<file path="src/u2_bus_pkg.sv">
//////////////////////////////////////////////////////////////////////
// System bus widths, address region codes and the two decoded
// views of one bus address word
//////////////////////////////////////////////////////////////////////
`default_nettype none

package u2_bus_pkg;

   localparam int BUS_DW = 32;
   localparam int BUS_AW = 16;   // 64K byte address space
   localparam int BUS_SW = 4;    // Byte lanes of a data word

   localparam logic [3:0] REGION_SETTINGS = 4'h5;    // 20K to 24K
   localparam logic [7:0] REGION_READBACK = 8'h63;

   // One address word, read as settings access or readback access
   typedef union packed {
      logic [BUS_AW-1:0] raw;
      struct packed {
         logic [3:0] region;
         logic [1:0] pad;
         logic [7:0] idx;     // Setting address
         logic [1:0] lane;
      } set;
      struct packed {
         logic [7:0] page;
         logic [1:0] pad;
         logic [3:0] idx;     // Readback word
         logic [1:0] lane;
      } rb;
   } wb_addr_u;

   typedef enum logic [1:0] {
      RGN_SETTINGS = 2'd0,
      RGN_READBACK = 2'd1,
      RGN_UNMAPPED = 2'd2
   } bus_region_e;

endpackage

`default_nettype wire

</file>
<file path="src/u2_ctrl_pkg.sv">
//////////////////////////////////////////////////////////////////////
// Control side constants: setting addresses, readback words,
// compatibility number and boot stack values
//////////////////////////////////////////////////////////////////////
`default_nettype none

package u2_ctrl_pkg;

   //////////////////////////////////////////////////////////////////////
   // Setting register addresses

   localparam logic [7:0] SR_CLK     = 8'd0;
   localparam logic [7:0] SR_SER     = 8'd1;
   localparam logic [7:0] SR_ADC     = 8'd2;
   localparam logic [7:0] SR_LED_SW  = 8'd3;
   localparam logic [7:0] SR_PHY     = 8'd4;
   localparam logic [7:0] SR_BLDR    = 8'd5;   // Written by the bootloader
   localparam logic [7:0] SR_LED_SRC = 8'd8;

   // LEDs 4..1 follow hardware status out of reset
   localparam logic [7:0] LED_SRC_AT_RESET = 8'h1E;

   //////////////////////////////////////////////////////////////////////
   // Readback word indices

   localparam logic [3:0] RB_DIV    = 4'd9;
   localparam logic [3:0] RB_COMPAT = 4'd12;
   localparam logic [3:0] RB_IRQ    = 4'd13;
   localparam logic [3:0] RB_CYCLES = 4'd15;

   // Bumped whenever the register map changes
   localparam logic [31:0] COMPAT_NUM = 32'd4;

   // Stack start, top of boot RAM and top of its remapped copy
   localparam logic [15:0] SP_INIT_BOOT = 16'h1FF8;
   localparam logic [15:0] SP_INIT_MAIN = 16'hFFF8;

   typedef enum logic {
      BOOT_WAIT = 1'b0,
      BOOT_DONE = 1'b1
   } boot_state_e;

endpackage

`default_nettype wire

</file>
<file path="src/boot_req_stage.sv">
//////////////////////////////////////////////////////////////////////
// Stage 1: captures one bus request at a time and runs the
// bootloader wait/done machine for the processor reset
//////////////////////////////////////////////////////////////////////
`default_nettype none

module boot_req_stage
   import u2_bus_pkg::*, u2_ctrl_pkg::*;
(
   input  wire               wb_clk,
   input  wire               wb_rst,
   input  wire               wb_cyc_i,
   input  wire               wb_stb_i,
   input  wire               wb_we_i,
   input  wire  [BUS_AW-1:0] wb_adr_i,
   input  wire  [BUS_DW-1:0] wb_dat_i,
   input  wire               bldr_done_i,
   input  wire               resp_done_i,   // Ack or err went out
   output logic              req_vld_o,
   output logic              req_we_o,
   output logic [BUS_AW-1:0] req_adr_o,
   output logic [BUS_DW-1:0] req_dat_o,
   output logic              cpu_rst_o,
   output logic [15:0]       cpu_sp_init_o
);

   boot_state_e state;
   logic        busy;
   logic        take;

   assign take = wb_cyc_i & wb_stb_i & ~busy;   // Held stb ignored while busy

   always_ff @(posedge wb_clk) begin
      if (wb_rst) begin
         busy      <= 1'b0;
         req_vld_o <= 1'b0;
      end else begin
         req_vld_o <= take;
         if (take)
            busy <= 1'b1;
         else if (resp_done_i)
            busy <= 1'b0;
      end
   end

   always_ff @(posedge wb_clk) begin
      if (take) begin
         req_we_o  <= wb_we_i;
         req_adr_o <= wb_adr_i;
         req_dat_o <= wb_dat_i;
      end
   end

   //////////////////////////////////////////////////////////////////////
   // Bootloader hand-over, one restart pulse then done for good

   always_ff @(posedge wb_clk) begin
      if (wb_rst) begin
         state     <= BOOT_WAIT;
         cpu_rst_o <= 1'b1;
      end else begin
         cpu_rst_o <= 1'b0;
         if (state == BOOT_WAIT && bldr_done_i) begin
            state     <= BOOT_DONE;
            cpu_rst_o <= 1'b1;   // Restart into the main program
         end
      end
   end

   assign cpu_sp_init_o = (state == BOOT_DONE) ? SP_INIT_MAIN : SP_INIT_BOOT;

endmodule

`default_nettype wire

</file>
<file path="src/readback_resp_stage.sv">
//////////////////////////////////////////////////////////////////////
// Stage 3: readback words, cycle counter, interrupt vector and
// the registered bus response
//////////////////////////////////////////////////////////////////////
`default_nettype none

module readback_resp_stage
   import u2_bus_pkg::*, u2_ctrl_pkg::*;
(
   input  wire               wb_clk,
   input  wire               wb_rst,
   input  wire               dec_vld_i,
   input  wire  bus_region_e dec_region_i,
   input  wire  wb_addr_u    dec_adr_i,
   input  wire               set_ack_i,
   input  wire               button_i,
   input  wire               clk_status_i,
   input  wire               serdes_link_up_i,
   input  wire               phy_intn_i,
   input  wire               sim_mode_i,
   input  wire  [3:0]        clock_divider_i,
   output logic              wb_ack_o,
   output logic [BUS_DW-1:0] wb_dat_o,
   output logic              wb_err_o
);

   logic [31:0] cycle_count;
   logic [31:0] irq;
   logic [31:0] rb_word;
   logic        rb_hit;

   always_ff @(posedge wb_clk) begin
      if (wb_rst)
         cycle_count <= 32'd0;
      else
         cycle_count <= cycle_count + 32'd1;
   end

   // Sources that were dropped stay at zero
   assign irq = {18'd0, button_i, 1'b0, clk_status_i, serdes_link_up_i,
                 5'd0, phy_intn_i, 4'd0};

   always_comb begin
      case (dec_adr_i.rb.idx)
         RB_DIV:    rb_word = {sim_mode_i, 27'd0, clock_divider_i};
         RB_COMPAT: rb_word = COMPAT_NUM;
         RB_IRQ:    rb_word = irq;
         RB_CYCLES: rb_word = cycle_count;
         default:   rb_word = 32'd0;
      endcase
   end

   //////////////////////////////////////////////////////////////////////
   // Bus response, one cycle after decode

   assign rb_hit = dec_vld_i & (dec_region_i == RGN_READBACK);

   always_ff @(posedge wb_clk) begin
      if (wb_rst) begin
         wb_ack_o <= 1'b0;
         wb_err_o <= 1'b0;
      end else begin
         wb_ack_o <= rb_hit | set_ack_i;
         wb_err_o <= dec_vld_i & (dec_region_i == RGN_UNMAPPED);
      end
   end

   always_ff @(posedge wb_clk) begin
      if (dec_vld_i)
         wb_dat_o <= rb_hit ? rb_word : '0;   // Settings reads return 0
   end

endmodule

`default_nettype wire

</file>
<file path="src/settings_regs.sv">
//////////////////////////////////////////////////////////////////////
// Settings bus slave: write decode, the setting registers and
// the LED source mux
//////////////////////////////////////////////////////////////////////
`default_nettype none

module settings_regs
   import u2_bus_pkg::*, u2_ctrl_pkg::*;
(
   input  wire               wb_clk,
   input  wire               wb_rst,
   input  wire               dec_vld_i,
   input  wire  bus_region_e dec_region_i,
   input  wire               dec_we_i,
   input  wire  wb_addr_u    dec_adr_i,
   input  wire  [BUS_DW-1:0] dec_dat_i,
   input  wire               clk_status_i,
   input  wire               serdes_link_up_i,
   input  wire               run_rx_i,
   input  wire               run_tx_i,
   output logic              set_ack_o,
   output logic              bldr_done_o,
   output logic              clock_ready_o,
   output logic [1:0]        clk_en_o,
   output logic [1:0]        clk_sel_o,
   output logic              ser_enable_o,
   output logic              ser_prbsen_o,
   output logic              ser_loopen_o,
   output logic              ser_rx_en_o,
   output logic              adc_oe_a_o,
   output logic              adc_on_a_o,
   output logic              adc_oe_b_o,
   output logic              adc_on_b_o,
   output logic              phy_resetn_o,
   output logic [7:0]        leds_o
);

   logic       set_stb;
   logic [7:0] set_addr;
   logic [7:0] clk_reg;
   logic [7:0] ser_reg;
   logic [7:0] adc_reg;
   logic [7:0] led_sw;
   logic       phy_reg;
   logic       bldr_reg;
   logic [7:0] led_src;
   logic [7:0] led_hw;

   assign set_ack_o = dec_vld_i & (dec_region_i == RGN_SETTINGS);   // Reads get ack too
   assign set_stb   = set_ack_o & dec_we_i;
   assign set_addr  = dec_adr_i.set.idx;

   always_ff @(posedge wb_clk) begin
      if (wb_rst) begin
         clk_reg  <= 8'd0;
         ser_reg  <= 8'd0;
         adc_reg  <= 8'd0;
         led_sw   <= 8'd0;
         phy_reg  <= 1'b0;
         bldr_reg <= 1'b0;
         led_src  <= LED_SRC_AT_RESET;
      end else if (set_stb) begin
         case (set_addr)
            SR_CLK:     clk_reg  <= dec_dat_i[7:0];
            SR_SER:     ser_reg  <= dec_dat_i[7:0];
            SR_ADC:     adc_reg  <= dec_dat_i[7:0];
            SR_LED_SW:  led_sw   <= dec_dat_i[7:0];
            SR_PHY:     phy_reg  <= dec_dat_i[0];
            SR_BLDR:    bldr_reg <= dec_dat_i[0];
            SR_LED_SRC: led_src  <= dec_dat_i[7:0];
            default: ;  // Unused setting addresses
         endcase
      end
   end

   //////////////////////////////////////////////////////////////////////
   // Output control lines

   assign {clock_ready_o, clk_en_o, clk_sel_o} = clk_reg[4:0];
   assign {ser_enable_o, ser_prbsen_o, ser_loopen_o, ser_rx_en_o} = ser_reg[3:0];
   assign {adc_oe_a_o, adc_on_a_o, adc_oe_b_o, adc_on_b_o} = adc_reg[3:0];
   assign phy_resetn_o = ~phy_reg;
   assign bldr_done_o  = bldr_reg;

   // Mask bit set means hardware drives that LED
   assign led_hw = {3'd0, run_tx_i, run_rx_i, clk_status_i, serdes_link_up_i, 1'b0};
   assign leds_o = (led_src & led_hw) | (~led_src & led_sw);

endmodule

`default_nettype wire

</file>
<file path="src/u2_core_top.sv">
//////////////////////////////////////////////////////////////////////
// Radio core control bus, three registered stages from bus
// request to response
//////////////////////////////////////////////////////////////////////
`default_nettype none

module u2_core_top
   import u2_bus_pkg::*;
(
   input  wire               wb_clk,
   input  wire               wb_rst,
   // System bus
   input  wire               wb_cyc_i,
   input  wire               wb_stb_i,
   input  wire               wb_we_i,
   input  wire  [BUS_AW-1:0] wb_adr_i,
   input  wire  [BUS_SW-1:0] wb_sel_i,   // Full-word accesses only
   input  wire  [BUS_DW-1:0] wb_dat_i,
   output logic [BUS_DW-1:0] wb_dat_o,
   output logic              wb_ack_o,
   output logic              wb_err_o,
   // Status inputs
   input  wire               clk_status_i,
   input  wire               serdes_link_up_i,
   input  wire               run_rx_i,
   input  wire               run_tx_i,
   input  wire               button_i,
   input  wire               phy_intn_i,
   input  wire               sim_mode_i,
   input  wire  [3:0]        clock_divider_i,
   // Processor boot
   output logic              cpu_rst_o,
   output logic [15:0]       cpu_sp_init_o,
   // Control lines
   output logic              clock_ready_o,
   output logic [1:0]        clk_en_o,
   output logic [1:0]        clk_sel_o,
   output logic              ser_enable_o,
   output logic              ser_prbsen_o,
   output logic              ser_loopen_o,
   output logic              ser_rx_en_o,
   output logic              adc_oe_a_o,
   output logic              adc_on_a_o,
   output logic              adc_oe_b_o,
   output logic              adc_on_b_o,
   output logic              phy_resetn_o,
   output logic [7:0]        leds_o
);

   logic              req_vld;
   logic              req_we;
   logic [BUS_AW-1:0] req_adr;
   logic [BUS_DW-1:0] req_dat;
   logic              dec_vld;
   bus_region_e       dec_region;
   logic              dec_we;
   wb_addr_u          dec_adr;
   logic [BUS_DW-1:0] dec_dat;
   logic              set_ack;
   logic              bldr_done;

   boot_req_stage boot_req_stage0 (
      .wb_clk(wb_clk), .wb_rst(wb_rst),
      .wb_cyc_i(wb_cyc_i), .wb_stb_i(wb_stb_i), .wb_we_i(wb_we_i),
      .wb_adr_i(wb_adr_i), .wb_dat_i(wb_dat_i),
      .bldr_done_i(bldr_done), .resp_done_i(wb_ack_o | wb_err_o),
      .req_vld_o(req_vld), .req_we_o(req_we), .req_adr_o(req_adr), .req_dat_o(req_dat),
      .cpu_rst_o(cpu_rst_o), .cpu_sp_init_o(cpu_sp_init_o));

   wb_addr_decode wb_addr_decode0 (
      .wb_clk(wb_clk), .wb_rst(wb_rst),
      .req_vld_i(req_vld), .req_we_i(req_we), .req_adr_i(req_adr), .req_dat_i(req_dat),
      .dec_vld_o(dec_vld), .dec_region_o(dec_region), .dec_we_o(dec_we),
      .dec_adr_o(dec_adr), .dec_dat_o(dec_dat));

   settings_regs settings_regs0 (
      .wb_clk(wb_clk), .wb_rst(wb_rst),
      .dec_vld_i(dec_vld), .dec_region_i(dec_region), .dec_we_i(dec_we),
      .dec_adr_i(dec_adr), .dec_dat_i(dec_dat),
      .clk_status_i(clk_status_i), .serdes_link_up_i(serdes_link_up_i),
      .run_rx_i(run_rx_i), .run_tx_i(run_tx_i),
      .set_ack_o(set_ack), .bldr_done_o(bldr_done),
      .clock_ready_o(clock_ready_o), .clk_en_o(clk_en_o), .clk_sel_o(clk_sel_o),
      .ser_enable_o(ser_enable_o), .ser_prbsen_o(ser_prbsen_o),
      .ser_loopen_o(ser_loopen_o), .ser_rx_en_o(ser_rx_en_o),
      .adc_oe_a_o(adc_oe_a_o), .adc_on_a_o(adc_on_a_o),
      .adc_oe_b_o(adc_oe_b_o), .adc_on_b_o(adc_on_b_o),
      .phy_resetn_o(phy_resetn_o), .leds_o(leds_o));

   readback_resp_stage readback_resp_stage0 (
      .wb_clk(wb_clk), .wb_rst(wb_rst),
      .dec_vld_i(dec_vld), .dec_region_i(dec_region), .dec_adr_i(dec_adr),
      .set_ack_i(set_ack),
      .button_i(button_i), .clk_status_i(clk_status_i),
      .serdes_link_up_i(serdes_link_up_i), .phy_intn_i(phy_intn_i),
      .sim_mode_i(sim_mode_i), .clock_divider_i(clock_divider_i),
      .wb_ack_o(wb_ack_o), .wb_dat_o(wb_dat_o), .wb_err_o(wb_err_o));

endmodule

`default_nettype wire

</file>
<file path="src/wb_addr_decode.sv">
//////////////////////////////////////////////////////////////////////
// Stage 2: sorts the captured request into settings, readback
// or unmapped space and registers it with its region
//////////////////////////////////////////////////////////////////////
`default_nettype none

module wb_addr_decode
   import u2_bus_pkg::*;
(
   input  wire               wb_clk,
   input  wire               wb_rst,
   input  wire               req_vld_i,
   input  wire               req_we_i,
   input  wire  [BUS_AW-1:0] req_adr_i,
   input  wire  [BUS_DW-1:0] req_dat_i,
   output logic              dec_vld_o,
   output bus_region_e       dec_region_o,
   output logic              dec_we_o,
   output wb_addr_u          dec_adr_o,
   output logic [BUS_DW-1:0] dec_dat_o
);

   wb_addr_u    adr;
   bus_region_e region;

   assign adr.raw = req_adr_i;

   // Settings nibble covers 4K, readback page is 256 bytes
   always_comb begin
      if (adr.set.region == REGION_SETTINGS)
         region = RGN_SETTINGS;
      else if (adr.rb.page == REGION_READBACK)
         region = RGN_READBACK;
      else
         region = RGN_UNMAPPED;
   end

   always_ff @(posedge wb_clk) begin
      if (wb_rst)
         dec_vld_o <= 1'b0;
      else
         dec_vld_o <= req_vld_i;
   end

   always_ff @(posedge wb_clk) begin
      if (req_vld_i) begin
         dec_region_o <= region;
         dec_we_o     <= req_we_i;
         dec_adr_o    <= adr;
         dec_dat_o    <= req_dat_i;
      end
   end

endmodule

`default_nettype wire
</file>
<file path="config.mk">
export PLATFORM = sky130hd
export DESIGN_NAME = u2_core_top
export DESIGN_NICKNAME = d
export VERILOG_FILES = /design/src/u2_bus_pkg.sv /design/src/u2_ctrl_pkg.sv /design/src/boot_req_stage.sv /design/src/readback_resp_stage.sv /design/src/settings_regs.sv /design/src/u2_core_top.sv /design/src/wb_addr_decode.sv
export SDC_FILE = /design/constraint.sdc
export NUM_CORES = 1
export LEC_CHECK = 0
export BUFFER_PORTS_ARGS = -buffer_cell sky130_fd_sc_hd__buf_2
export CORE_MARGIN = 10
export CORE_UTILIZATION = 53
export CTS_CLUSTER_DIAMETER = 150
export CTS_CLUSTER_SIZE = 14
export DETAILED_ROUTE_END_ITERATION = 10
export PLACE_DENSITY = 0.86
export SYNTH_ARGS = -nofsm -noshare
export SYNTH_HDL_FRONTEND = slang
export SYNTH_SLANG_ARGS = --single-unit
</file>
<file path="constraint.sdc">
create_clock -name wb_clk -period 3.1 [get_ports wb_clk]
set_clock_uncertainty 0.1 [all_clocks]
set_input_delay 0.31 -clock wb_clk [delete_from_list [all_inputs] [get_ports wb_clk]]
set_output_delay 0.31 -clock wb_clk [all_outputs]
set_load 0.01 [all_outputs]
</file>
==> PnR_summary.wiki, run 1 <==
{| class="wikitable"
! Metric !! Value
|-
| Run status || finished, final reports clean
|-
| Worst setup path category || register to register
|-
| H-Tree Depth || 4
|-
| Leakage power figure || 0.00291 uW
|-
| Area of the mapped netlist || 0.00578 mm2
|-
| Total length of routed wires || 12.6 mm
|-
| # Max-Cap Violations || 0
|-
| Routed vias || 4000
|-
| Number of buffers created by CTS || 17
|-
| Master of the slowest instance on the critical path || or4_4
|-
| Routability-driven placement congestion ratio || 0.816
|-
| Fraction of final layout cells sized beyond drive strength 1 || 0.244
|-
| Clock slew at reported path FFs || 60 ps
|-
| Power share of the sequential group || 0.507
|-
| # fillers || 798
|-
| Port Buffer Count || 97
|-
| Net switching component of the power || 850 uW
|-
| Final max-slew violation count || 0
|-
| Placement Setup Slack || 800 ps
|-
| Largest net degree at the start of global routing || 48
|-
| Placement Rows || 38
|-
| Shortest period the worst path allows || 2310 ps
|-
| DRC violation total after the first TritonRoute iteration || 213
|-
| Die span in y || 124 um
|-
| Post-CTS setup-driven buffer insertion count || 0
|-
| Clock network power share || 0.461
|-
| Detailed placement HPWL || 8.36 mm
|-
| Highest cell delay on the worst timing path || 480 ps
|-
| Clock net sink count || 144
|-
| Initial antenna violation count || 0
|-
| CP Capture Type || register
|-
| Core area || 0.0107 mm2
|-
| Worst path cell trace || ha_1, nand4_1, or4_4, nor4_1, mux2_1
|-
| Cell Int Power || 3210 uW
|-
| GRT Residual Overflow || 0
|-
| Share of synthesized flip-flops with an asynchronous set or reset || 0
|-
| Type of the tightest min-delay check || primary input to register
|-
| Root cell of the clock tree || clkbuf_8
|-
| Worst path bufs/invs || 0
|-
| Number of failing hold endpoints at the final stage || 0
|-
| Post-Synthesis Mean Instance Area || 11.9 um2
|-
| Part of the Yosys area used for sequential elements || 0.627
|-
| Yosys Warn Count || 0
|-
| Die Footprint || 0.0155 mm2
|-
| Area after detailed placement || 0.00630 mm2
|-
| Via density per instance || 5.29
|-
| Chip Width || 124 um
|-
| Antenna diode count || 0
|-
| Count of mapped cells out of synthesis || 485
|-
| FF+latch count, synth || 144
|-
| Total Neg Setup Slack || 0 ps
|-
| # DRC || 0
|-
| Highest achievable clock rate || 433 MHz
|-
| Tightest Pin Transition || 858 ps
|-
| Layout overhead on the synthesized area || 22.8%
|-
| First drt pass iteration count || 6
|-
| Overall routing resource usage || 0.162
|-
| Worst-case setup margin in the final layout || 792 ps
|-
| Top fanout value on the critical path || 7
|-
| CTS Hold Buffers Added || 25
|-
| Number of instances resized during post-cts repair || 0
|-
| TritonCTS clock tree || built
|-
| Combinational fraction of design power || 0.032
|-
| Kind of start point of the critical path || register
|-
| Count of distinct cell types in the synthesized netlist || 51
|-
| Vias in the first global route || 4105
|-
| Endpoint required time on the critical path || 3410 ps
|-
| Share of total power consumed by net switching || 0.209
|-
| Pwr dens || 572 mW/mm2
|-
| WL/cell || 16.7 um
|-
| DRT antenna net count || 0
|-
| Max_slew headroom || 0.428
|-
| Worst Path Arrival || 2620 ps
|-
| Top flip-flop cell by instance count after synthesis || edfxtp_1
|-
| Max Buffers Root-to-Sink || 2
|-
| Unrepaired setup endpoints after global routing || no
|-
| Fin nets || 672
|-
| Number of top-level pins || 141
|-
| Source-to-sink clock delay at the later pin of the worst-skew pair || 530 ps
|-
| Final std cell area, no fill || 0.00710 mm2
|-
| Top flop regs || readback_resp_stage0.cycle_count x32, readback_resp_stage0.wb_dat_o x32, boot_req_stage0.req_adr_o x14
|-
| Number of setup violations in the final report || 0
|-
| Fraction of the cycle the final worst path needs || 0.745
|-
| Number of synthesized flops with an enable pin || 74
|-
| Top cell family by delay on the critical path || simple AND/OR/NAND/NOR gates
|-
| Global-route wire length before repair || 20.4 mm
|-
| Starting utilization of the core area || 0.538
|-
| Max VDD drop || 0.000412 V
|}
per-stage QoR:
stage / hold WS [ps] / power, uW / utilization / std cells
after floorplan: 300 / 2160 / - / 496
after global placement: 303 / 2190 / 0.586 / 699
after detailed placement: 305 / 2200 / 0.586 / 699
after CTS: 24.8 / 4080 / 0.661 / 756
after global routing: 36.6 / 4190 / 0.661 / 756
final: 34.3 / 4060 / 0.661 / 756
layer usage:
layer | vias to the layer above | wire length, um | part of all wire | GRT usage
met5 | - | 0 | 0 | 0
met4 | 0 | 298 | 0.024 | 0.0829
met3 | 30 | 726 | 0.057 | 0.0574
met2 | 132 | 6370 | 0.50 | 0.273
met1 | 1886 | 5250 | 0.42 | 0.177
li1 | 1952 | - | - | -
synth_stat cells (all sizes together), types with 2 or more instances:
cell type,count,area (um2)
a211o,4,35.0
a21oi,11,55.1
a22oi,8,60.1
and2,27,171
and3,2,13.8
and4,4,36.3
buf,24,165
clkbuf,14,52.6
conb,2,7.51
dfxtp,70,1400
edfxtp,74,2220
inv,12,45.0
mux2,12,135
mux2i,27,270
nand2,17,66.3
nand3,10,50.1
nand4,20,138
nor2,70,263
nor2b,21,131
nor3,4,20.0
nor4,5,58.8
nor4bb,2,20.0
o21ai,2,10.0
o31ai,8,60.1
or3,2,17.5
or4,12,93.8
xor2,10,87.6
power by group through the flow:
stage	registers [uW]	logic [uW]	clock network (uW)
after global placement	2090	98.0	0
final	2060	131	1870
after floorplan	2100	62.4	0
after detailed placement	2100	102	0
after CTS	2060	126	1900
after global routing	2060	143	1990
final cells by class:
| type | instances | area [um2] | area share |
|---|---|---|---|
| Sequential cell | 144 | 3620 | 0.510 |
| Multi-Input combinational cell | 302 | 1940 | 0.273 |
| Timing Repair Buffer | 126 | 766 | 0.108 |
| Clock buffer | 24 | 502 | 0.0707 |
| Tap cell | 140 | 175 | 0.0247 |
| Clock inverter | 8 | 50.0 | 0.00705 |
| Inverter | 12 | 45.0 | 0.00634 |
final timing paths:
kind / slack [ps] / cells after the start / to / start
worst max register to register: 790 / 5 / readback_resp_stage0.cycle_count[30] / readback_resp_stage0.cycle_count[0]
worst min register to register: 320 / 0 / wb_addr_decode0.dec_dat_o[3] / boot_req_stage0.req_dat_o[3]
worst min-delay path: 30 / 3 / readback_resp_stage0.wb_dat_o[3] / clock_divider_i[3]
worst max-delay path: 790 / 5 / readback_resp_stage0.cycle_count[30] / readback_resp_stage0.cycle_count[0]
logic make-up (layout without fill, tap and decap cells):
| logic type | after synthesis | count (layout) | share of synthesized area |
|---|---|---|---|
| DFF | 144 | 144 | 0.627 |
| and+or+nand+nor | 202 | 202 | 0.195 |
| buffers and inverters | 50 | 170 | 0.0454 |
| adders and majority gates | 2 | 2 | 0.00389 |
| other | 2 | 13 | 0.00130 |
| xor gates and xnor gates | 11 | 11 | 0.0167 |
| muxes | 39 | 39 | 0.0701 |
| AOI/OAI and AO/OA | 35 | 35 | 0.0409 |
worst min-delay path, delay by kind of cell:
kind                   cells  cell delay, ps
AO/OA/AOI/OAI              1              70
AND/OR/NAND/NOR            1              80
buffers and inverters      1              90
cell usage in the layout (no fill, tap or decap), types with 5 or more instances in the layout:
cell type,count
edfxtp_1,74
nor2_1,70
a22oi_1,8
o31ai_1,8
xor2_1,10
dlygate4sd3_1,25
mux2_2,6
nor2b_1,21
mux2_1,6
buf_2,97
nand3_1,10
clkbuf_16,17
or4_1,11
mux2i_1,27
inv_1,12
clkbuf_8,5
and2_1,25
nand4_1,18
nand2_1,16
dfxtp_1,70
a21oi_1,11
conb_1,13
No activity file was read; power rests on OpenSTA's default activity.
==> run 2, diff against run 1 <==
--- a/config.mk
+++ b/config.mk
@@ -7,11 +7,11 @@
 export LEC_CHECK = 0
 export BUFFER_PORTS_ARGS = -buffer_cell sky130_fd_sc_hd__buf_2
 export CORE_MARGIN = 10
-export CORE_UTILIZATION = 53
+export CORE_UTILIZATION = 48
 export CTS_CLUSTER_DIAMETER = 150
 export CTS_CLUSTER_SIZE = 14
 export DETAILED_ROUTE_END_ITERATION = 10
-export PLACE_DENSITY = 0.86
+export PLACE_DENSITY = 0.83
 export SYNTH_ARGS = -nofsm -noshare
 export SYNTH_HDL_FRONTEND = slang
 export SYNTH_SLANG_ARGS = --single-unit
==> constraint.sdc (replaced) <==
create_clock -name wb_clk -period 1.9 [get_ports wb_clk]
set_clock_uncertainty 0.1 [all_clocks]
set_input_delay 0.19 -clock wb_clk [delete_from_list [all_inputs] [get_ports wb_clk]]
set_output_delay 0.19 -clock wb_clk [all_outputs]
set_load 0.01 [all_outputs]
==> run 2 against run 1 <==
  * Final area grew 7.6%
  * Hold slack improved by 15 ps
  * Utilization is 2.0 points lower
  * Final cell count is 6.2% higher
  * Critical path depth stayed put
  * Flip-flop and latch count is the same
  * Clock-buffer cell count decreased by 1
  * Highest routed layer unchanged
  * Global-route usage grew 0.32 points
  * Worst setup slack worse by 770 ps
  * Clock power is 79% higher
==> PnR_summary.wiki, run 2 (same netlist as run 1, synthesis figures left out) <==
{| class="wikitable"
! Metric !! Value
|-
| Run status || finished, final reports clean
|-
| Die Footprint || 0.0168 mm2 (+8.7%)
|-
| Pwr dens || 907 mW/mm2 (+59%)
|-
| Placement Rows || 40 (+5.3%)
|-
| CP Capture Type || register
|-
| DRC violation total after the first TritonRoute iteration || 293 (+38%)
|-
| Root cell of the clock tree || clkbuf_16
|-
| Worst path cell trace || nand4_4, buf_4, or3_4, or4_1, a21oi_2
|-
| Hold path startpoint || clock_divider_i[3]
|-
| Number of buffers created by CTS || 17 (unchanged)
|-
| Fin nets || 711 (+5.8%)
|-
| Shortest period the worst path allows || 1880 ps (-429 ps)
|-
| Largest net degree at the start of global routing || 34 (-29%)
|-
| Source-to-sink clock delay at the later pin of the worst-skew pair || 420 ps (-110 ps)
|-
| Commonest non-fill, non-tap cell in the layout || buf_2
|-
| Number of setup violations in the final report || 0 (unchanged)
|-
| Tightest Pin Transition || 573 ps (-285 ps)
|-
| Number of failing hold endpoints at the final stage || 0 (unchanged)
|-
| Highest cell delay on the worst timing path || 540 ps (+60 ps)
|-
| FF-to-FF End || readback_resp_stage0.cycle_count[18]
|-
| Layout overhead on the synthesized area || 32.1%
|-
| Core area || 0.0119 mm2 (+11%)
|-
| Number of top-level pins || 141 (unchanged)
|-
| Master of the slowest instance on the critical path || or4_1
|-
| Kind of start point of the critical path || register
|-
| # Max-Cap Violations || 0 (unchanged)
|-
| Initial antenna violation count || 0 (unchanged)
|-
| Worst Path Arrival || 2130 ps (-490 ps)
|-
| First drt pass iteration count || 4 (-2)
|-
| DRT antenna net count || 0 (unchanged)
|-
| Leakage power figure || 0.00324 uW (+12%)
|-
| Clock net sink count || 144 (unchanged)
|-
| Routability-driven placement congestion ratio || 0.816 (about the same)
|-
| Vias in the first global route || 4288 (+4.5%)
|-
| Unrepaired setup endpoints after global routing || yes
|-
| Sequential cell area || 0.00365 mm2 (+0.69%)
|-
| Cells on worst reg2reg path || 5 (unchanged)
|-
| WL/cell || 17.1 um (+2.4%)
|-
| Highest achievable clock rate || 532 MHz (+23%)
|-
| Clock slew at reported path FFs || 60 ps (about the same)
|-
| # DRC || 0 (unchanged)
|-
| Chip Width || 130 um (+4.3%)
|-
| Leading cell types in the layout, fill and taps excluded || buf_2, edfxtp_1, nor2_1
|-
| Max_slew headroom || 0.618 (+0.190)
|-
| Global-route wire length before repair || 21.9 mm (+7.5%)
|-
| Max Buffers Root-to-Sink || 2 (unchanged)
|-
| Routed vias || 4160 (+4.0%)
|-
| GRT Residual Overflow || 0 (unchanged)
|-
| Top flop regs || readback_resp_stage0.cycle_count x32, readback_resp_stage0.wb_dat_o x32, boot_req_stage0.req_adr_o x14
|-
| Die span in y || 130 um (+4.3%)
|-
| Number of stages on the worst hold path || 3 (unchanged)
|-
| Worst setup path category || register to register
|-
| Total length of routed wires || 13.7 mm (+8.7%)
|-
| H-Tree Depth || 4 (unchanged)
|-
| Setup slack of the worst register-to-register path || 20 ps (-770 ps)
|-
| Top fanout value on the critical path || 13 (+6)
|-
| Fraction of final layout cells sized beyond drive strength 1 || 0.342 (+0.0985)
|-
| DP Cell Count || 739 (+5.7%)
|-
| Detailed placement HPWL || 9.04 mm (+8.1%)
|-
| Reg-to-Reg Start || readback_resp_stage0.cycle_count[8]
|-
| Footprint of the multi-input gates || 0.00209 mm2 (+7.6%)
|-
| Number of non-filler instances in the completed layout || 803 (+6.2%)
|-
| Fin Hold WS || 49.2 ps (+14.9 ps)
|-
| # fillers || 869 (+8.9%)
|-
| Overall routing resource usage || 0.166 (+0.00319)
|-
| Fraction of the cycle the final worst path needs || 0.989 (+0.244)
|-
| Via density per instance || 5.18 (-2.1%)
|-
| Port Buffer Count || 97 (unchanged)
|-
| Type of the tightest min-delay check || primary input to register
|-
| Max VDD drop || 0.000733 V (+78%)
|-
| Starting utilization of the core area || 0.486 (-0.0527)
|-
| Final max-slew violation count || 0 (unchanged)
|-
| Sink of the worst hold path || readback_resp_stage0.wb_dat_o[3]
|-
| TritonCTS clock tree || built
|-
| Endpoint required time on the critical path || 2150 ps (-1260 ps)
|}
==> run 2: metal layers <==
metal  up-vias  routed length (um)  share of wire  global-route usage
li1       2018                   -              -                   -
met1      1981                5270           0.38               0.176
met2       141                7250           0.53               0.296
met3        20                1040          0.076              0.0641
met4         0                 175          0.013              0.0516
met5         -                   0              0                   0
==> run 2: worst max-delay path, delay by kind of cell (launching register included) <==
| kind | cells | cell delay, ps |
|---|---|---|
| and+or+nand+nor | 3 | 1060 |
| DFF | 1 | 340 |
| buffers and inverters | 1 | 160 |
| AOI/OAI and AO/OA | 1 | 160 |
==> run 2: final cells by class <==
class,count,share of cell area
Inverter,12,0.00590
Antenna cell,1,0.000328
Tap cell,147,0.0241
Timing Repair Buffer,165,0.140
Clock inverter,9,0.0120
Multi-Input combinational cell,302,0.273
Sequential cell,144,0.478
Clock buffer,23,0.0668
==> run 2: worst max path at each step <==
stage,startpoint,to,cells past startpoint
finish,readback_resp_stage0.cycle_count[8],readback_resp_stage0.cycle_count[18],5
global route,readback_resp_stage0.cycle_count[0],readback_resp_stage0.cycle_count[18],7
CTS,readback_resp_stage0.cycle_count[0],readback_resp_stage0.cycle_count[24],5
detailed placement,readback_resp_stage0.cycle_count[1],readback_resp_stage0.cycle_count[28],5
global placement,readback_resp_stage0.cycle_count[1],readback_resp_stage0.cycle_count[28],5
floorplan,readback_resp_stage0.cycle_count[1],readback_resp_stage0.cycle_count[28],6
==> run 2: repair_timing <==
action / CTS / global route
gates resized for setup: 20 / 17
pin swaps: 6 / 6
hold buffers: 23 / 0
setup endpoints to repair: 12 / 40
endpoints found under the hold margin: 23 / 0
buffers inserted: 4 / 4
==> run 2: power by group <==
part	leakage, uW	internal [uW]	switching [uW]
Clock	0.000300	2040	1300
Combinational	0.00170	113	131
Sequential	0.00125	3320	29.0
==> run 2: metrics by stage <==
| step | power [uW] | TNS, ps | area, um2 | setup WS [ps] | utilization |
|---|---|---|---|---|---|
| after detailed placement | 3600 | -165 | 6600 | -77.9 | 0.554 |
| after floorplan | 3520 | -87.5 | 5880 | -83.4 | - |
| after global routing | 7150 | -450 | 7630 | -62.0 | 0.641 |
| final | 6930 | 0 | 7640 | 20.9 | 0.641 |
| after global placement | 3590 | -7.29 | 6600 | -6.15 | 0.554 |
| after CTS | 6940 | -160 | 7540 | -56.9 | 0.633 |
